--- src/source/div_op_pkg.sv ---
// divide unit operation encoding and iteration state machine states
`default_nettype none

package div_op_pkg;

  // ==========================================================================
  // operation codes
  // ==========================================================================

  // one-hot, DIV at bit 7 down to REMW at bit 0
  typedef logic [7:0] div_op_t;

  localparam div_op_t OP_DIV   = 8'b1000_0000; // signed, 64-bit quotient
  localparam div_op_t OP_DIVU  = 8'b0100_0000; // unsigned, 64-bit quotient
  localparam div_op_t OP_DIVUW = 8'b0010_0000; // unsigned, 32-bit quotient
  localparam div_op_t OP_DIVW  = 8'b0001_0000; // signed, 32-bit quotient
  localparam div_op_t OP_REM   = 8'b0000_1000; // signed, 64-bit remainder
  localparam div_op_t OP_REMU  = 8'b0000_0100; // unsigned, 64-bit remainder
  localparam div_op_t OP_REMUW = 8'b0000_0010; // unsigned, 32-bit remainder
  localparam div_op_t OP_REMW  = 8'b0000_0001; // signed, 32-bit remainder

  // ==========================================================================
  // iteration state machine
  // ==========================================================================

  // ST_IDLE   waits for a start
  // ST_ITER   one quotient bit per cycle until the count reaches zero
  // ST_FINISH holds the result until the consumer is ready
  typedef enum logic [1:0] {
    ST_IDLE   = 2'd0,
    ST_ITER   = 2'd1,
    ST_FINISH = 2'd2
  } div_state_e;

endpackage : div_op_pkg

`default_nettype wire

--- src/source/div_data_pkg.sv ---
// divide unit data widths and special result constants
`default_nettype none

package div_data_pkg;

  // ==========================================================================
  // data widths
  // ==========================================================================

  typedef logic [63:0]  xlen_t;     // register word
  typedef logic [127:0] dword_t;    // remainder:quotient shift register
  typedef logic [6:0]   iter_cnt_t; // remaining iterations, 0..64

  // ==========================================================================
  // special values
  // ==========================================================================

  // quotient of a divide by zero, also -1 as a divisor
  localparam xlen_t ALL_ONES   = {64{1'b1}};

  // most negative value, dividend side of the overflow case
  localparam xlen_t MIN_SIGNED = {1'b1, 63'b0};

endpackage : div_data_pkg

`default_nettype wire

--- src/source/div_prep.sv ---
// divide operand preparation: absolute values, signs, iteration count, exceptions
`timescale 1ns/1ps
`default_nettype none

module div_prep (
  input  div_op_pkg::div_op_t       op_i,
  input  div_data_pkg::xlen_t       dividend_i,
  input  div_data_pkg::xlen_t       divisor_i,
  output div_data_pkg::xlen_t       abs_dividend_o,
  output div_data_pkg::xlen_t       abs_divisor_o,
  output div_data_pkg::iter_cnt_t   iter_count_o,
  output logic                      quot_neg_o,
  output logic                      rem_neg_o,
  output logic                      exc_hit_o,
  output div_data_pkg::xlen_t       exc_result_o
);

  // ==========================================================================
  // operation class
  // ==========================================================================

  logic is_signed;
  logic is_w;
  logic is_rem;

  assign is_signed = |(op_i & (div_op_pkg::OP_DIV | div_op_pkg::OP_DIVW |
                               div_op_pkg::OP_REM | div_op_pkg::OP_REMW));
  assign is_w      = |(op_i & (div_op_pkg::OP_DIVUW | div_op_pkg::OP_DIVW |
                               div_op_pkg::OP_REMUW | div_op_pkg::OP_REMW));
  assign is_rem    = |(op_i & (div_op_pkg::OP_REM   | div_op_pkg::OP_REMU |
                               div_op_pkg::OP_REMUW | div_op_pkg::OP_REMW));

  // ==========================================================================
  // operand extension and absolute values
  // ==========================================================================

  div_data_pkg::xlen_t dvd_sext32;
  div_data_pkg::xlen_t dvs_sext32;
  div_data_pkg::xlen_t dvd_ext;
  div_data_pkg::xlen_t dvs_ext;
  div_data_pkg::xlen_t dvd_abs;
  div_data_pkg::xlen_t dvs_abs;
  logic                dvd_neg;
  logic                dvs_neg;

  assign dvd_sext32 = {{32{dividend_i[31]}}, dividend_i[31:0]};
  assign dvs_sext32 = {{32{divisor_i[31]}}, divisor_i[31:0]};

  // W forms only look at the low word
  assign dvd_ext = !is_w     ? dividend_i :
                   is_signed ? dvd_sext32 : {32'b0, dividend_i[31:0]};
  assign dvs_ext = !is_w     ? divisor_i  :
                   is_signed ? dvs_sext32 : {32'b0, divisor_i[31:0]};

  assign dvd_neg = is_signed & dvd_ext[63];
  assign dvs_neg = is_signed & dvs_ext[63];

  assign dvd_abs = dvd_neg ? -dvd_ext : dvd_ext;
  assign dvs_abs = dvs_neg ? -dvs_ext : dvs_ext;

  // W dividend sits in the upper word so 32 shifts are enough
  assign abs_dividend_o = is_w ? {dvd_abs[31:0], 32'b0} : dvd_abs;
  assign abs_divisor_o  = dvs_abs;
  assign iter_count_o   = is_w ? 7'd32 : 7'd64;

  assign quot_neg_o = dvd_neg ^ dvs_neg;
  assign rem_neg_o  = dvd_neg;             // remainder follows the dividend

  // ==========================================================================
  // divide by zero and signed overflow
  // ==========================================================================

  logic                div_zero;
  logic                overflow;
  div_data_pkg::xlen_t dvd_res;

  assign div_zero = is_w ? (divisor_i[31:0] == 32'b0) : (divisor_i == '0);

  assign overflow = is_signed & (is_w ?
      ((dividend_i[31:0] == div_data_pkg::MIN_SIGNED[63:32]) &&
       (divisor_i[31:0] == div_data_pkg::ALL_ONES[31:0])) :
      ((dividend_i == div_data_pkg::MIN_SIGNED) &&
       (divisor_i == div_data_pkg::ALL_ONES)));

  assign dvd_res = is_w ? dvd_sext32 : dividend_i; // dividend as a result word

  assign exc_hit_o = div_zero | overflow;

  always_comb begin
    exc_result_o = '0;
    if (div_zero) begin
      exc_result_o = is_rem ? dvd_res : div_data_pkg::ALL_ONES;
    end else if (overflow) begin
      exc_result_o = is_rem ? '0 : dvd_res;  // quotient wraps to the dividend
    end
  end

endmodule : div_prep

`default_nettype wire

--- src/source/div_core.sv ---
// divide core: restoring shift/subtract iteration, counter and result hold
`timescale 1ns/1ps
`default_nettype none

module div_core (
  input  logic                      clk,
  input  logic                      rst_n,
  input  logic                      start_i,
  input  div_op_pkg::div_op_t       op_i,
  input  div_data_pkg::xlen_t       abs_dividend_i,
  input  div_data_pkg::xlen_t       abs_divisor_i,
  input  div_data_pkg::iter_cnt_t   iter_count_i,
  input  logic                      quot_neg_i,
  input  logic                      rem_neg_i,
  input  logic                      exc_hit_i,
  input  div_data_pkg::xlen_t       exc_result_i,
  input  logic                      result_ready_i,
  output logic                      busy_o,
  output logic                      result_valid_o,
  output div_data_pkg::xlen_t       quot_o,
  output div_data_pkg::xlen_t       rem_o,
  output div_op_pkg::div_op_t       op_o,
  output logic                      quot_neg_o,
  output logic                      rem_neg_o,
  output logic                      exc_o,
  output div_data_pkg::xlen_t       exc_result_o
);

  div_op_pkg::div_state_e  state_q;
  div_data_pkg::iter_cnt_t cnt_q;
  div_data_pkg::dword_t    acc_q;         // remainder:quotient
  div_data_pkg::xlen_t     dvs_q;
  div_op_pkg::div_op_t     op_q;
  logic                    quot_neg_q;
  logic                    rem_neg_q;
  logic                    exc_q;
  div_data_pkg::xlen_t     exc_result_q;

  logic                    accept;
  logic                    iter_step;

  assign accept    = (state_q == div_op_pkg::ST_IDLE) && start_i;
  assign iter_step = (state_q == div_op_pkg::ST_ITER) && (cnt_q != '0);

  // ==========================================================================
  // restoring step
  // ==========================================================================

  logic [64:0]          partial;   // 2*rem plus next dividend bit
  logic [65:0]          diff;
  logic                 borrow;
  div_data_pkg::dword_t acc_next;

  assign partial = acc_q[127:63];
  assign diff    = {1'b0, partial} - {2'b00, dvs_q};
  assign borrow  = diff[65];

  // on borrow partial < divisor, so bit 127 is zero and the plain shift holds
  assign acc_next = borrow ? {acc_q[126:0], 1'b0}
                           : {diff[63:0], acc_q[62:0], 1'b1};

  // ==========================================================================
  // state machine
  // ==========================================================================

  always_ff @(posedge clk) begin
    if (rst_n) begin
      state_q <= div_op_pkg::ST_IDLE;
      cnt_q   <= '0;
      op_q    <= '0;
      exc_q   <= 1'b0;
    end else begin
      case (state_q)
        div_op_pkg::ST_IDLE: begin
          if (start_i) begin
            op_q  <= op_i;
            exc_q <= exc_hit_i;
            if (exc_hit_i) begin
              state_q <= div_op_pkg::ST_FINISH; // no iteration needed
              cnt_q   <= '0;
            end else begin
              state_q <= div_op_pkg::ST_ITER;
              cnt_q   <= iter_count_i;
            end
          end
        end
        div_op_pkg::ST_ITER: begin
          if (cnt_q == '0) begin
            state_q <= div_op_pkg::ST_FINISH;
          end else begin
            cnt_q <= cnt_q - 7'd1;
          end
        end
        div_op_pkg::ST_FINISH: begin
          if (result_ready_i) begin
            state_q <= div_op_pkg::ST_IDLE;
          end
        end
        default: begin
          state_q <= div_op_pkg::ST_IDLE;
        end
      endcase
    end
  end

  // operands and sign flags, loaded once per operation
  always_ff @(posedge clk) begin
    if (accept) begin
      acc_q        <= {64'b0, abs_dividend_i};
      dvs_q        <= abs_divisor_i;
      quot_neg_q   <= quot_neg_i;
      rem_neg_q    <= rem_neg_i;
      exc_result_q <= exc_result_i;
    end else if (iter_step) begin
      acc_q <= acc_next;
    end
  end

  // ==========================================================================
  // outputs
  // ==========================================================================

  assign busy_o         = accept | (state_q == div_op_pkg::ST_ITER);
  assign result_valid_o = (state_q == div_op_pkg::ST_FINISH);

  assign quot_o       = acc_q[63:0];
  assign rem_o        = acc_q[127:64];
  assign op_o         = op_q;
  assign quot_neg_o   = quot_neg_q;
  assign rem_neg_o    = rem_neg_q;
  assign exc_o        = exc_q;
  assign exc_result_o = exc_result_q;

  // ==========================================================================
  // assertions
  // ==========================================================================

  // decoder in div_prep relies on a single op bit
  a_onehot_op : assert property (@(posedge clk) disable iff (rst_n)
    accept |-> $onehot(op_i));

  a_cnt_range : assert property (@(posedge clk) disable iff (rst_n)
    cnt_q <= 7'd64);

  // stall and result hand-off are exclusive phases
  a_busy_valid : assert property (@(posedge clk) disable iff (rst_n)
    !(result_valid_o && busy_o));

endmodule : div_core

`default_nettype wire

--- src/source/div_post.sv ---
// divide result finishing: sign fix, quotient/remainder select, W sign extension
`timescale 1ns/1ps
`default_nettype none

module div_post (
  input  div_op_pkg::div_op_t   op_i,
  input  div_data_pkg::xlen_t   quot_i,
  input  div_data_pkg::xlen_t   rem_i,
  input  logic                  quot_neg_i,
  input  logic                  rem_neg_i,
  input  logic                  exc_i,
  input  div_data_pkg::xlen_t   exc_result_i,
  input  logic                  valid_i,
  output div_data_pkg::xlen_t   result_o
);

  logic                is_w;
  logic                is_rem;
  div_data_pkg::xlen_t quot_fix;
  div_data_pkg::xlen_t rem_fix;
  div_data_pkg::xlen_t sel;
  div_data_pkg::xlen_t finished;

  assign is_w   = |(op_i & (div_op_pkg::OP_DIVUW | div_op_pkg::OP_DIVW |
                            div_op_pkg::OP_REMUW | div_op_pkg::OP_REMW));
  assign is_rem = |(op_i & (div_op_pkg::OP_REM   | div_op_pkg::OP_REMU |
                            div_op_pkg::OP_REMUW | div_op_pkg::OP_REMW));

  // core works on magnitudes
  assign quot_fix = quot_neg_i ? -quot_i : quot_i;
  assign rem_fix  = rem_neg_i  ? -rem_i  : rem_i;

  assign sel = is_rem ? rem_fix : quot_fix;

  always_comb begin
    if (exc_i) begin
      finished = exc_result_i;                     // already sign-extended
    end else if (is_w) begin
      finished = {{32{sel[31]}}, sel[31:0]};
    end else begin
      finished = sel;
    end
  end

  assign result_o = valid_i ? finished : '0;      // zero outside the hand-off

endmodule : div_post

`default_nettype wire

--- src/source/div_unit.sv ---
// RV64M integer divide unit: operand prep, iterative core and result finishing
`timescale 1ns/1ps
`default_nettype none

module div_unit (
  input  logic                  clk,
  input  logic                  rst_n,
  input  logic                  start_i,
  input  div_op_pkg::div_op_t   op_i,
  input  div_data_pkg::xlen_t   dividend_i,
  input  div_data_pkg::xlen_t   divisor_i,
  input  logic                  result_ready_i,
  output div_data_pkg::xlen_t   result_o,
  output logic                  busy_o,
  output logic                  result_valid_o
);

  // ==========================================================================
  // prep to core
  // ==========================================================================

  div_data_pkg::xlen_t     abs_dividend;
  div_data_pkg::xlen_t     abs_divisor;
  div_data_pkg::iter_cnt_t iter_count;
  logic                    quot_neg;
  logic                    rem_neg;
  logic                    exc_hit;
  div_data_pkg::xlen_t     exc_result;

  // ==========================================================================
  // core to post
  // ==========================================================================

  div_data_pkg::xlen_t     core_quot;
  div_data_pkg::xlen_t     core_rem;
  div_op_pkg::div_op_t     core_op;
  logic                    core_quot_neg;
  logic                    core_rem_neg;
  logic                    core_exc;
  div_data_pkg::xlen_t     core_exc_result;

  div_prep i_prep (
    .op_i           (op_i),
    .dividend_i     (dividend_i),
    .divisor_i      (divisor_i),
    .abs_dividend_o (abs_dividend),
    .abs_divisor_o  (abs_divisor),
    .iter_count_o   (iter_count),
    .quot_neg_o     (quot_neg),
    .rem_neg_o      (rem_neg),
    .exc_hit_o      (exc_hit),
    .exc_result_o   (exc_result)
  );

  div_core i_core (
    .clk            (clk),
    .rst_n          (rst_n),
    .start_i        (start_i),
    .op_i           (op_i),
    .abs_dividend_i (abs_dividend),
    .abs_divisor_i  (abs_divisor),
    .iter_count_i   (iter_count),
    .quot_neg_i     (quot_neg),
    .rem_neg_i      (rem_neg),
    .exc_hit_i      (exc_hit),
    .exc_result_i   (exc_result),
    .result_ready_i (result_ready_i),
    .busy_o         (busy_o),
    .result_valid_o (result_valid_o),
    .quot_o         (core_quot),
    .rem_o          (core_rem),
    .op_o           (core_op),
    .quot_neg_o     (core_quot_neg),
    .rem_neg_o      (core_rem_neg),
    .exc_o          (core_exc),
    .exc_result_o   (core_exc_result)
  );

  div_post i_post (
    .op_i         (core_op),
    .quot_i       (core_quot),
    .rem_i        (core_rem),
    .quot_neg_i   (core_quot_neg),
    .rem_neg_i    (core_rem_neg),
    .exc_i        (core_exc),
    .exc_result_i (core_exc_result),
    .valid_i      (result_valid_o),
    .result_o     (result_o)
  );

endmodule : div_unit

`default_nettype wire

--- config.mk ---
export PLATFORM = sky130hd
export DESIGN_NAME = div_unit
export DESIGN_NICKNAME = d
export VERILOG_FILES = /design/src/source/div_op_pkg.sv /design/src/source/div_data_pkg.sv /design/src/source/div_prep.sv /design/src/source/div_core.sv /design/src/source/div_post.sv /design/src/source/div_unit.sv
export SDC_FILE = /design/constraint.sdc
export NUM_CORES = 1
export LEC_CHECK = 0
export ABC_CLOCK_PERIOD_IN_PS = 10000
export BUFFER_PORTS_ARGS = -buffer_cell sky130_fd_sc_hd__buf_2
export CORE_ASPECT_RATIO = 0.5
export CORE_MARGIN = 3
export CORE_UTILIZATION = 50
export CTS_CLUSTER_DIAMETER = 30
export DETAILED_ROUTE_END_ITERATION = 7
export PLACE_DENSITY = 0.69
export SLEW_MARGIN = 20
export SYNTH_ARGS = -nofsm -noshare
export SYNTH_HDL_FRONTEND = slang
export SYNTH_SLANG_ARGS = --single-unit
--- constraint.sdc ---
create_clock -name clk -period 10 [get_ports clk]
set_clock_uncertainty 0.1 [all_clocks]
set_input_delay 0 -clock clk [delete_from_list [all_inputs] [get_ports clk]]
set_output_delay 0 -clock clk [all_outputs]
set_load 0.02 [all_outputs]
==> reports/metrics.yaml <==
cells_and_area:
  final_common_cell: "nand2_1"
  final_cell_mix: "nand2_1 (407), o21ai_0 (265), a21oi_1 (255), nor2_1 (233), buf_2 (204)"
  syn2layout_area_growth_pct: 22.0
  fillers: 3795
  final_cells: 3701
  final_layout_size_suffix_gt1_frac: 0.120
  nets: 3298
  final_util: 0.630
  final_cell_area_um2: 27000
setup_path:
  path_cells: "dlygate4sd3_1 -> buf_2 -> nor4_1 -> nand4_1 -> nor3b_1 -> and3b_1 -> a21boi_0 -> nor3b_2 -> nand2_1 -> nor4_1 -> o32a_1 -> o22ai_1 -> dlygate4sd3_1"
  cpMaxStageDelayCell: "nor3b_1"
  worstSetupStartpointType: "input port"
  slowest_delay_ps: 680
  worstPathRequired_ps: 10210
  crit_type: "in -> reg"
  critPathMaxFanout: 6
  arrival_ps: 5260
  end_kind: "flip-flop"
  reg2reg_depth: 12
route:
  drc: 5
  drt_iter0_markers: 3268
  wl_per_cell_um: 21.9
  ant_nets: 0
  firstDrtPassIters: 8
  viasPerCell: 6.15
  wl_mm: 81.2
  vias: 22800
floorplanning:
  die_w_um: 304
  initial_core_util: 0.517
  die_h_um: 155
  std_cell_rows: 53
  core_area_um2: 42800
  pin_count: 206
  dieArea_um2: 47000
grt:
  grt_use_total: 0.336
  grt_pass1_wl_mm: 122
  antenna_found_initial: 2
  grt_overflow: 0
  grt_pass1_vias: 20700
  grt_max_degree: 88
clock_network:
  cts_hold_buf: 186
  postCtsSetupRepairBufs: 0
  cts_buffer_depth: 3
  clock_latency_ps: 570
  clk_pin_slew_ps: 60
  cts.sinks: 274
  cts_max_level: 2
  clock-root-buffer: "clkbuf_16"
  postCtsResizedCells: 0
  cts-buffers-inserted: 47
  cts_tree: "yes"
pwr:
  leakage_nw: 10.9
  ir_drop_mv: 0.269
  p_per_area_nw_per_um2: 313
sta:
  max_freq_mhz: 198
  rsz0062_at_grt: "false"
  min_period_over_period: 0.504
  hold_viol: 0
  slew_headroom: 0.301
  tightestPinTransition_ps: 1040
  finalMaxSlewViolations: 0
  finalWorstSetupSlack_ps: 4960
  setup_viol: 0
  layout_min_cycle_time_ps: 5040
  fin_setup_tns_ps: 0
logic_synthesis:
  synth-seq-cells: 274
  syn_area_per_cell_um2: 7.96
  ys.flop_type: "edfxtp_1"
  synthCells: 2782
  synth_top_area_cell: "edfxtp_1"
  syn_nets: 2994
  netlist.area_leader.share: 0.263
  synth_edf_count: 194
  ys_seq_area_frac: 0.336
  synth.distinct_cells: 80
  synth_area_um2: 22100
  synth_area_leaders: "edfxtp_1 (26%), dfxtp_1 (7.2%), nand2_1 (6.9%)"
  yosys_warnings: 0
  synth-async-reset-ratio: 0
place:
  finalWeightedCongestion: 0.966
  hpwl_mm: 57.7
  place_area_um2: 23500
  io_buffer_count: 204
  place_ws_ps: 5400
  dp.cells: 3428
outcome:
  violations: "DRC"
  status: "complete, but fails checks"
min_path:
  hold_path.class: "in -> reg"
  hold_depth: 2
job:
  drv_cap: 0
==> cells in the mapped netlist (7+ instances only) <==
cell type / instances
nand2_1: 408
o21ai_0: 265
a21oi_1: 256
nor2_1: 236
edfxtp_1: 194
xor2_1: 153
clkbuf_1: 146
xnor2_1: 145
inv_1: 102
dfxtp_1: 80
ha_1: 71
o31ai_1: 59
nor3_1: 57
mux2i_1: 47
a211oi_1: 44
or3_1: 41
nand4_1: 39
a21o_1: 37
nand3_1: 33
nor4_1: 32
or4_1: 32
a31oi_1: 25
o41ai_1: 23
or2_2: 21
nor2b_1: 18
nand2b_1: 17
o21a_1: 15
o22ai_1: 14
a21boi_0: 13
and3_1: 13
buf_1: 11
a22o_1: 10
o21bai_1: 8
a221oi_1: 7
o211ai_1: 7
==> final cells by class <==
cell class                 instances  area, µm²  area share
sequential                       274       7430       0.275
clock inverter                    38        404      0.0150
multi-input combinational       2243      13800       0.510
antenna                            1       2.50   0.0000927
timing repair buffer             418       3090       0.115
clock buffer                      48       1190      0.0441
tap                              577        722      0.0267
inverter                         102        388      0.0144
==> kinds of logic after synthesis <==
logic type | share of synthesized area
adder cells (fa/ha/maj) | 0.0410
XOR/XNOR | 0.118
AND/OR/NAND/NOR | 0.206
multiplexers | 0.0223
AO/OA/AOI/OAI | 0.232
buffers and inverters | 0.0453
flip-flops | 0.336
==> worst max-delay path, delay by kind of cell <==
kind                   cells  cell delay, ps
AO/OA/AOI/OAI              3             710
buffers and inverters      3            1310
AND/OR/NAND/NOR            7            3220
==> sequential cells by signal, summed over array words and instances, names as in the netlist <==
name                 flops
i_core.acc_q           128
i_core.dvs_q            64
i_core.exc_result_o     64
i_core.cnt_q             7
i_core.op_o              6
i_core.state_q           2
i_core.exc_o             1
i_core.quot_neg_o        1
i_core.rem_neg_o         1
==> report_power, final <==
| part | internal (W) | leakage [nW] | total, W | switching, W |
|---|---|---|---|---|
| sequential | 0.00164 | 2.56 | 0.00213 | 0.000497 |
| clock | 0.000999 | 0.777 | 0.00167 | 0.000668 |
| combinational | 0.00175 | 7.58 | 0.00465 | 0.00290 |
| total | 0.00438 | 10.9 | 0.00845 | 0.00407 |
==> metal layers <==
metal,vias to the layer above,part of all wire,track usage
met1,10700,0.42,0.481
met5,-,0,0
li1,10700,-,-
met3,144,0.13,0.103
met2,1218,0.43,0.494
met4,0,0.024,0.0803
==> final timing paths <==
path | startpoint | endpoint | slack [ps]
setup / recovery | divisor_i[3] | i_core.dvs_q[62]$_DFFE_PP_ | 4960
hold / removal | divisor_i[0] | i_core.dvs_q[0]$_DFFE_PP_ | 140
setup reg to reg | i_core.acc_q[77]$_SDFFE_PP0P_ | i_core.acc_q[64]$_SDFFE_PP0P_ | 5310
hold reg to reg | i_core.cnt_q[5]$_SDFFE_PP0P_ | i_core.cnt_q[5]$_SDFFE_PP0P_ | 390
==> per-stage QoR <==
step | hold WS [ps] | power, W
after CTS | 101 | 0.00831
after global routing | 132 | 0.00894
final | 136 | 0.00845
after detailed placement | 154 | 0.00653
after global placement | 158 | 0.00651
after floorplan | -1.13 | 0.00523
Power figures use the tool's default switching activity.
